File: config.mk
export PLATFORM = sky130hd
export DESIGN_NAME = memory
export DESIGN_NICKNAME = d
export VERILOG_FILES = /design/src/common/core_pkg.sv /design/src/pipeline/memory.sv
export SDC_FILE = /design/constraint.sdc
export NUM_CORES = 1
export LEC_CHECK = 0
export ABC_AREA = 1
export BUFFER_PORTS_ARGS = -buffer_cell sky130_fd_sc_hd__clkbuf_2
export CAP_MARGIN = 40
export CELL_PAD_IN_SITES_DETAIL_PLACEMENT = 1
export CELL_PAD_IN_SITES_GLOBAL_PLACEMENT = 2
export CORE_AREA = 2 2 230 232
export DETAILED_ROUTE_END_ITERATION = 7
export DIE_AREA = 0 0 232 234
export GPL_ROUTABILITY_DRIVEN = 0
export PLACE_DENSITY_LB_ADDON = 0.12
export RECOVER_POWER = 25
export REMOVE_ABC_BUFFERS = 1
export SYNTH_ARGS = -nofsm -noshare
export SYNTH_HDL_FRONTEND = slang
export SYNTH_SLANG_ARGS = --single-unit
File: constraint.sdc
create_clock -name vclk -period 0.8
set_input_delay 0.08 -clock vclk [all_inputs]
set_output_delay 0.08 -clock vclk [all_outputs]
set_load 0.05 [all_outputs]
File: src/common/core_pkg.sv
package core_pkg;

	localparam int xlen = 64;

	typedef logic [63:0] u64;
	typedef logic [31:0] u32;
	typedef logic [xlen-1:0] word_t;
	typedef logic [4:0] creg_addr_t;

	// first fetch address after reset
	localparam u64 pc_reset = 64'h0000_0000_8000_0000;

	// major opcodes
	localparam logic [6:0] op_imm   = 7'b0010011;
	localparam logic [6:0] op_reg   = 7'b0110011;
	localparam logic [6:0] op_lui   = 7'b0110111;
	localparam logic [6:0] op_load  = 7'b0000011;
	localparam logic [6:0] op_store = 7'b0100011;

	// funct3 values
	localparam logic [2:0] f3_addsub = 3'b000;
	localparam logic [2:0] f3_xor    = 3'b100;
	localparam logic [2:0] f3_or     = 3'b110;
	localparam logic [2:0] f3_and    = 3'b111;
	// doubleword width for ld and sd
	localparam logic [2:0] f3_double = 3'b011;

	// funct7 values for register-register ops
	localparam logic [6:0] f7_base = 7'b0000000;
	localparam logic [6:0] f7_sub  = 7'b0100000;

	typedef enum logic [2:0] {
		alu_add,
		alu_sub,
		alu_and,
		alu_or,
		alu_xor,
		alu_pass_b
	} alu_op_t;

	typedef struct packed {
		logic    regwrite;
		logic    memread;
		logic    memwrite;
		logic    alusrc_imm;
		alu_op_t alu_op;
	} control_t;

	typedef struct packed {
		logic valid;
		u64   pc;
		u32   raw_instr;
	} fetch_data_t;

	typedef struct packed {
		logic       valid;
		u64         pc;
		u32         raw_instr;
		control_t   ctl;
		creg_addr_t dst;
		word_t      srca;
		word_t      srcb;
		word_t      imm;
	} decode_data_t;

	typedef struct packed {
		logic       valid;
		u64         pc;
		u32         raw_instr;
		control_t   ctl;
		creg_addr_t dst;
		word_t      alu_out;
		word_t      store_data;
	} execute_data_t;

	typedef struct packed {
		logic       valid;
		u64         pc;
		u32         raw_instr;
		logic       regwrite;
		creg_addr_t dst;
		word_t      result;
	} memory_data_t;

endpackage
File: src/pipeline/memory.sv
`timescale 1ns/1ps

module memory (
	input  core_pkg::execute_data_t data_e,
	output logic                    dreq_valid,
	output logic                    dreq_write,
	output core_pkg::u64            dreq_addr,
	output core_pkg::word_t         dreq_wdata,
	input  core_pkg::word_t         dresp_data,
	output core_pkg::memory_data_t  data_m
);

	logic is_load;
	logic is_store;

	assign is_load  = data_e.valid && data_e.ctl.memread;
	assign is_store = data_e.valid && data_e.ctl.memwrite;

	assign dreq_valid = is_load || is_store;
	assign dreq_write = is_store;
	assign dreq_addr  = data_e.alu_out;
	assign dreq_wdata = data_e.store_data;

	// doubleword access only, offsets come from the immediate
	always_comb begin
		assert final (!dreq_valid || dreq_addr[2:0] == 3'b000)
			else $error("misaligned data access at %h", dreq_addr);
	end

	assign data_m.valid     = data_e.valid;
	assign data_m.pc        = data_e.pc;
	assign data_m.raw_instr = data_e.raw_instr;
	assign data_m.regwrite  = data_e.valid && data_e.ctl.regwrite;
	assign data_m.dst       = data_e.dst;
	// load data arrives in the request cycle
	assign data_m.result    = is_load ? dresp_data : data_e.alu_out;

endmodule

# --- Word level (Yosys, flattened, before mapping) ---
# Cells that the tools add are included.
totals:
  ramBits: 0
  mem_count: 0
  latch_bits: 0
  rom_bits: 0
  register_bits: 0
op_classes:
  n_mux: 1
  shifts: 0
  bitwise_logic: 0
  n_mul: 0
  addsub: 0
  n_div: 0
  order_cmp: 0
  n_reduce_logical: 4
  n_eq_ne: 0
ops:
  columns: ["cell", "n"]
  rows:
  - ["64-bit two-way mux", 1]
  - ["1-bit logical AND", 3]
  - ["1-bit logical OR", 1]

# --- Longest topological paths before layout ---
# Gate-level depths: netlist (run 1).
logic_depth:
  depth_word: 2
  depth_mapped: 5
  depth_no_buf: 3

# --- Worst setup path after synthesis (run 1) ---
# OpenSTA, ideal clock, no wires.
synth_path:
  kind: "input -> output"
  from: "input data_e[236] (netlist name)"
  to: "output data_m[13] (netlist name)"
  arrival_time_ps: 856
  path_stages: 5
  slack_ps: -136
  cell_sequence: "nand2_1 buf_2 buf_4 nand2_1 nand2_1"
synth_lines:
  columns: ["element", "line_no", "source"]
  rows:
  - ["start: declaration", "memory.sv:4", "input core_pkg::execute_data_t data_e,"]
  - ["end: declaration", "memory.sv:10", "output core_pkg::memory_data_t data_m"]

==> results.py, run 1 <==
metrics = {
    "die": {
        "initial_core_util_pct": 5.13,
        "ios": 598,
        "die-area_mm2": 0.0543,
        "die_w_um": 232,
        "die_h_um": 234,
        "fp-row-count": 84,
        "coreArea_mm2": 0.0520,
    },
    "worst_hold_path": {
        "min_path_type": "in -> out",
    },
    "logic_synthesis": {
        "yosysWarningCount": 0,
        "synth_area_mm2": 0.00267,
        "synth_cells": 449,
        "yosysUniqueCellTypes": 7,
        "syn_area_per_cell_um2": 5.94,
        "yosysSeqAreaShare_pct": 0,
    },
    "critical_path": {
        "cp_max_fo": 5,
        "crit_required_ns": 0.72,
        "end_kind": "output port",
        "crit_top_cell": "buf_12",
        "crit_family": "buffers and inverters",
        "start_kind": "input port",
        "cp_data_arrival_time_ns": 0.90,
        "crit_buf_inv": 4,
        "critPathMaxStageDelay_ns": 0.16,
        "crit_type": "in -> out",
        "path_cells": "buf_12 -> nand2_8 -> buf_12 -> buf_12 -> nand2_4 -> nand2_4 -> buf_12",
        "slowest_stage": "buf_12",
    },
    "run_status": {
        "violations": "negative setup slack",
        "status": "finished with violations",
    },
    "timing": {
        "period_share_pct": 122,
        "tightest_slew_ns": 0.334,
        "min_period_ns": 0.975,
        "setup_ws_ns": -0.175,
        "setup_viol": 67,
        "final_hold_viol_count": 0,
        "clock.fmax_mhz": 1030,
        "rsz0062_at_grt": "true",
        "slew_viol_final": 0,
        "slew_headroom_pct": 77.8,
    },
    "global_routing": {
        "grt_max_degree": 24,
        "grt_pass1_wl_mm": 64.1,
        "grt_pass1_vias": 3420,
        "grt.busiest_layer": "met2",
        "use_met3_pct": 29.2,
        "gr-total-overflow": 0,
        "gr-usage-met1_pct": 14.1,
        "antenna_found_initial": 9,
        "grt_util_met2_pct": 31.0,
        "grt_usage_pct": 19.9,
    },
    "cts": {
        "postCtsHoldBufs": 0,
    },
    "final_layout": {
        "final_common_cell": "clkbuf_2",
        "clock_buffers": 0,
        "final_util_pct": 10.1,
        "seq_cell_count": 0,
        "drive_gt1_share_pct": 84.6,
        "multiInputGateArea_mm2": 0.00136,
        "final_cell_mix": "clkbuf_2 (193), buf_12 (78), nand2_2 (76), nand3_1 (44), nand2_1 (33)",
        "nets": 803,
        "seqCellArea_um2": 0,
        "nFillCells": 6181,
        "syn_to_final_growth_pct": 97.1,
    },
    "power_and_ir_drop": {
        "leakagePower_nw": 2.44,
        "peakVddDrop_v": 0.000218,
        "p_per_area_mw_per_mm2": 914,
    },
    "detailed_routing": {
        "drt_pass1_iterations": 4,
        "vias": 3350,
        "drt_iter0_markers": 124,
        "drt-total-wl_mm": 56.0,
        "wl_per_cell_um": 47.1,
        "drcViolationCount": 0,
        "via_per_inst": 2.82,
        "antenna_left": 0,
    },
    "placed_design": {
        "io_buffer_count": 264,
        "place_ws_ns": -0.340,
        "place_hpwl_mm": 51.2,
    },
    "job": {
        "maxCapViolations": 0,
    },
}
-- synth_stat cells --
cell type | count | area, um2
buf_1 | 1 | 3.75
buf_2 | 11 | 55.1
buf_4 | 237 | 1780
clkbuf_1 | 2 | 7.51
inv_2 | 2 | 7.51
nand2_1 | 132 | 495
nand3_1 | 64 | 320
-- routing by layer --
metal / routed length (um) / vias to the layer above
li1: - / 1279
met1: 13900 / 1406
met2: 23900 / 623
met3: 17500 / 28
met4: 410 / 14
met5: 304 / -
-- area by class of cell --
class | count | area share (%)
Antenna cell | 1 | 0.0476
Inverter | 2 | 0.190
Multi-Input combinational cell | 196 | 25.8
Tap cell | 688 | 16.4
Timing Repair Buffer | 302 | 57.6
-- stage by stage --
step                      total power, mW  hold slack, ns  setup TNS, ns  cells  area [um2]
after floorplan                      1.29           0.160         -53.90    198         823
after global placement               4.22           0.161         -17.40   1177        4220
after detailed placement             4.20           0.161         -18.27   1177        4220
after CTS                            4.82           0.161         -11.38   1189        5110
after global routing                 5.05           0.161         -12.62   1188        5260
final                                4.81           0.161          -9.30   1189        5260
-- worst paths after layout --
kind                 endpoint  slack (ns)  depth (start not counted)        start
setup / recovery   data_m[24]       -0.18                          7  data_e[236]
hold / removal    data_m[148]        0.16                          0  data_e[218]
-- cell families after synthesis --
group | synth area share (%)
buffers and inverters | 69.4
AND/OR/NAND/NOR | 30.6
-- timing repair --
action | CTS | global route
gates cloned | 5 | 0
endpoints found under the setup margin | 67 | 67
gates resized for setup | 176 | 41
buffers inserted | 7 | 0
pin swaps | 21 | 16
-- report_power, final --
part	internal [mW]	leakage (nW)	switching, mW
logic	1.94	2.44	2.87
registers	0	0	0
clock network	0.000000167	0.00000634	0
total	1.94	2.44	2.87
Note: power is estimated with default switching activity, not from simulation.
==> run 2, diff against run 1 <==
--- a/config.mk
+++ b/config.mk
@@ -5,14 +5,13 @@
 export SDC_FILE = /design/constraint.sdc
 export NUM_CORES = 1
 export LEC_CHECK = 0
-export ABC_AREA = 1
 export BUFFER_PORTS_ARGS = -buffer_cell sky130_fd_sc_hd__clkbuf_2
 export CAP_MARGIN = 40
 export CELL_PAD_IN_SITES_DETAIL_PLACEMENT = 1
 export CELL_PAD_IN_SITES_GLOBAL_PLACEMENT = 2
-export CORE_AREA = 2 2 230 232
+export CORE_AREA = 2 2 233 235
 export DETAILED_ROUTE_END_ITERATION = 7
-export DIE_AREA = 0 0 232 234
+export DIE_AREA = 0 0 235 237
 export GPL_ROUTABILITY_DRIVEN = 0
 export PLACE_DENSITY_LB_ADDON = 0.12
 export RECOVER_POWER = 25
==> run 2 against run 1 <==
Effect of this change: the run still ends with negative setup slack left; fmax down 16%; non-clock buffer count fell by 24; first-iteration DRC count shrank 16%; highest routed layer unchanged; largest cell class unchanged; combinational power shrank 22%; design area down 24%.
==> results.py, run 2 <==
metrics = {
    "run_status": {
        "status": "finished with violations",
        "violations": "negative setup slack",
    },
    "logic_synthesis": {
        "synth_cells": 304,
        "synth_area_mm2": 0.00258,
        "yosysUniqueCellTypes": 7,
        "yosysWarningCount": 0,
        "yosysSeqAreaShare_pct": 0,
        "netlist_top_cells_count": "buf_4 (230), mux2_2 (59), clkbuf_8 (6)",
        "synth_top_area_cell": "buf_4",
        "syn_area_per_cell_um2": 8.49,
        "ys_top_cells_by_area": "buf_4 (67%), mux2_2 (26%), clkbuf_8 (3.2%)",
        "synth_most_common_cell": "buf_4",
        "synth_top_area_share_pct": 66.9,
    },
    "global_routing": {
        "grt_usage_pct": 17.4,
        "antenna_found_initial": 10,
        "grt_pass1_vias": 2492,
        "grt_pass1_wl_mm": 57.1,
        "grt_max_degree": 24,
        "gr-total-overflow": 0,
    },
    "final_layout": {
        "final_util_pct": 7.54,
        "seq_cell_count": 0,
        "nFillCells": 6333,
        "final_cell_mix": "clkbuf_2 (194), mux2_4 (47), buf_8 (44), mux2_2 (17), buf_4 (13)",
        "seqCellArea_um2": 0,
        "clock_buffers": 0,
        "design_area_mm2": 0.00402,
        "syn_to_final_growth_pct": 55.7,
        "drive_gt1_share_pct": 100,
        "nets": 650,
        "multiInputGateArea_um2": 970,
        "final_common_cell": "clkbuf_2",
    },
    "job": {
        "maxCapViolations": 0,
    },
    "power_and_ir_drop": {
        "seqPwrFrac_pct": 0,
        "p_int_mw": 1.45,
        "p_sw_mw": 2.28,
        "leakagePower_nw": 1.93,
        "peakVddDrop_v": 0.000239,
        "p_per_area_mw_per_mm2": 928,
        "p_clk_share_pct": 0,
        "sw_frac_of_total_pct": 61.2,
        "comb_power_share_pct": 100.0,
    },
    "critical_path": {
        "slowest_stage": "mux2_2",
        "end_kind": "output port",
        "crit_type": "in -> out",
        "cp_max_fo": 7,
        "critPathMaxStageDelay_ns": 0.34,
        "crit_required_ns": 0.72,
        "path_cells": "clkbuf_16 -> nand2_8 -> buf_6 -> mux2_2 -> clkbuf_4",
        "crit_family": "buffers and inverters",
        "start_kind": "input port",
        "cp_data_arrival_time_ns": 1.09,
        "crit_buf_inv": 3,
    },
    "timing": {
        "setup_viol": 64,
        "final_hold_viol_count": 0,
        "slew_headroom_pct": 77.8,
        "fin_setup_tns_ns": -19.68,
        "period_share_pct": 146,
        "slew_viol_final": 0,
        "clock.fmax_mhz": 857,
        "whs_ns": 0.160,
        "tightest_slew_ns": 0.335,
        "min_period_ns": 1.17,
        "rsz0062_at_grt": "true",
        "setup_ws_ns": -0.367,
    },
    "placed_design": {
        "place_hpwl_mm": 47.5,
        "io_buffer_count": 264,
        "place_area_mm2": 0.00313,
        "place_ws_ns": -0.529,
    },
    "die": {
        "coreArea_mm2": 0.0533,
        "die-area_mm2": 0.0557,
        "initial_core_util_pct": 4.85,
        "die_h_um": 237,
        "die_w_um": 235,
        "ios": 598,
        "fp-row-count": 85,
    },
    "worst_hold_path": {
        "min_path_type": "in -> out",
    },
    "detailed_routing": {
        "drt_pass1_iterations": 6,
        "drt_iter0_markers": 104,
        "antenna_left": 0,
        "wl_per_cell_um": 49.2,
        "drcViolationCount": 0,
        "via_per_inst": 2.39,
        "vias": 2491,
        "drt-total-wl_mm": 51.3,
    },
}
## run 2: kinds of logic (layout without fill, tap and decap cells)
| kind of cell | Yosys count | in the layout | synth area share [%] |
|---|---|---|---|
| buf+inv | 236 | 278 | 70.1 |
| mux | 64 | 64 | 28.6 |
| simple gates | 3 | 4 | 1.02 |
| compound gates | 1 | 1 | 0.291 |
| other cells | 0 | 1 | 0 |
## run 2: power by group through the flow
stage	registers (mW)	logic, mW	clock network [mW]
2_1_floorplan	0	1.33	0
3_3_place_gp	0	3.02	0
3_5_place_dp	0	3.00	0
4_1_cts	0	3.51	0
5_1_grt	0	3.88	0
6_report	0	3.73	0.000000172
## run 2: routing by layer
layer	part of all wire [%]	global-route usage (%)	vias to the layer above
li1	-	-	839
met1	24	11.6	1017
met2	42	26.2	589
met3	33	27.7	30
met4	0.30	0.230	16
met5	0.85	4.59	-
## run 2: layout make-up
cell class,count,area share [%]
multi-input combinational,69,24.1
antenna,1,0.0622
timing repair buffer,278,54.2
tap,696,21.7
## run 2: worst paths after layout
check	start	endpoint	slack, ns	cells after the start
worst min-delay path	data_e[186]	data_m[116]	0.16	0
worst max-delay path	data_e[236]	data_m[52]	-0.37	5
## run 2: what timing repair did
| item | in CTS | in global routing |
|---|---|---|
| hold buffers | 0 | 0 |
| setup endpoints to repair | 66 | 66 |
| gates cloned | 2 | 3 |
| pin swaps | 0 | 3 |
| setup buffers | 2 | 0 |
| resized for setup | 135 | 89 |
## run 2: stage by stage
step | power, mW | std cells
floorplan | 1.33 | 68
global placement | 3.02 | 1038
detailed placement | 3.00 | 1038
CTS | 3.51 | 1041
global route | 3.88 | 1043
finish | 3.73 | 1044
==> run 3, diff against run 2 <==
==> constraint.sdc (replaced) <==
create_clock -name vclk -period 1.4
set_input_delay 0.14 -clock vclk [all_inputs]
set_output_delay 0.14 -clock vclk [all_outputs]
set_load 0.05 [all_outputs]
==> run 3 against run 2 <==
Effect of this change: the run now ends clean; global-route usage shrank 0.31 points; design area decreased by 21%; count of clock-buffer cells in the layout is the same; combinational power is 54% lower; setup slack improved by 0.39 ns; non-clock buffer count is 9 lower; die area did not move; final cell count is 0.96% lower; total power fell by 54%; via count shrank 4.8%; wire length fell by 3.3%; critical path type unchanged; critical endpoint is now data_m[40].
==> results.py, run 3 (same netlist as run 2, synthesis figures left out) <==
metrics = {
    "placed_design": {
        "place_hpwl_mm": 47.1,
        "io_buffer_count": 264,
        "dp.cells": 1033,
    },
    "global_routing": {
        "grt_pass1_wl_mm": 56.3,
        "grt_max_degree": 32,
        "gr-total-overflow": 0,
        "grt_usage_pct": 17.1,
        "grt_pass1_vias": 2434,
        "antenna_found_initial": 10,
    },
    "final_layout": {
        "final_common_cell": "clkbuf_2",
        "multiInputGateArea_um2": 773,
        "fin_cells": 1034,
        "syn_to_final_growth_pct": 23.3,
        "nets": 640,
        "drive_gt1_share_pct": 99.7,
        "clock_buffers": 0,
        "seqCellArea_um2": 0,
        "nFillCells": 6439,
        "seq_cell_count": 0,
        "final_cell_mix": "clkbuf_2 (209), mux2_2 (59), buf_2 (18), buf_4 (18), clkbuf_4 (12)",
    },
    "critical_path": {
        "path_cells": "clkbuf_2 -> nand2_4 -> buf_16 -> mux2_2 -> clkbuf_8",
        "cp_max_fo": 31,
        "crit_family": "buffers and inverters",
        "end_kind": "output port",
        "crit_buf_inv": 3,
        "cp_data_arrival_time_ns": 1.23,
        "crit_required_ns": 1.26,
        "crit_type": "in -> out",
        "start_kind": "input port",
        "slowest_stage": "mux2_2",
        "critPathMaxStageDelay_ns": 0.38,
    },
    "timing": {
        "slew_viol_final": 0,
        "setup_viol": 0,
        "rsz0062_at_grt": "true",
        "final_hold_viol_count": 0,
        "slew_headroom_pct": 76.6,
        "period_share_pct": 98.2,
        "clock.fmax_mhz": 727,
        "tightest_slew_ns": 0.352,
        "min_period_ns": 1.37,
        "fin_setup_tns_ns": 0,
    },
    "die": {
        "coreArea_mm2": 0.0533,
        "fp-row-count": 85,
        "die-area_mm2": 0.0557,
        "initial_core_util_pct": 4.85,
        "die_h_um": 237,
        "die_w_um": 235,
        "ios": 598,
    },
    "run_status": {
        "status": "completed",
    },
    "detailed_routing": {
        "antenna_left": 0,
        "wl_per_cell_um": 48.0,
        "via_per_inst": 2.29,
        "drt_pass1_iterations": 4,
        "drt-total-wl_mm": 49.6,
        "drcViolationCount": 0,
        "drt_iter0_markers": 85,
        "vias": 2372,
    },
    "power_and_ir_drop": {
        "p_per_area_mw_per_mm2": 542,
        "peakVddDrop_v": 0.000131,
        "leakagePower_nw": 1.47,
    },
    "worst_hold_path": {
        "min_path_type": "in -> out",
    },
    "cts": {
        "postCtsHoldBufs": 0,
        "cts_setup_buffers": 0,
    },
    "job": {
        "maxCapViolations": 0,
    },
}
-- run 3: worst paths after layout --
check	to	from	depth (start not counted)
hold / removal	data_m[116]	data_e[186]	0
setup / recovery	data_m[40]	data_e[138]	5
-- run 3: layer usage --
layer	vias up	part of all wire (%)	global-route usage, %
li1	815	-	-
met1	962	24	11.6
met2	549	42	25.5
met3	34	33	27.1
met4	12	0.35	0.269
met5	-	0.86	5.28
-- run 3: layout make-up --
| class | instances | area share, % |
|---|---|---|
| diodes | 1 | 0.0786 |
| repair buffers | 269 | 48.3 |
| multi-input cells | 68 | 24.3 |
| well taps | 696 | 27.4 |
-- run 3: power breakdown --
group | switching, mW | internal [mW] | total (mW)
sequential | 0 | 0 | 0
clock | 0 | 0.0000000959 | 0.0000000959
combinational | 1.21 | 0.514 | 1.73
total | 1.21 | 0.514 | 1.73
-- run 3: what timing repair did --
item,CTS,global route
gates resized for setup,44,41
gates cloned,0,0
pin swaps,0,1
endpoints found under the setup margin,31,45
-- run 3: through the flow --
step	power, mW	hold WS, ns	cell area, um2	util [%]	setup slack (ns)
after floorplan	0.758	0.280	773	-	0.122
after CTS	1.74	0.280	3170	5.94	-0.0153
after global routing	1.81	0.280	3180	5.97	-0.0156
final	1.73	0.280	3180	5.97	0.0250
after detailed placement	1.68	0.280	3030	5.68	-0.0596
after global placement	1.69	0.280	3030	5.68	-0.0430
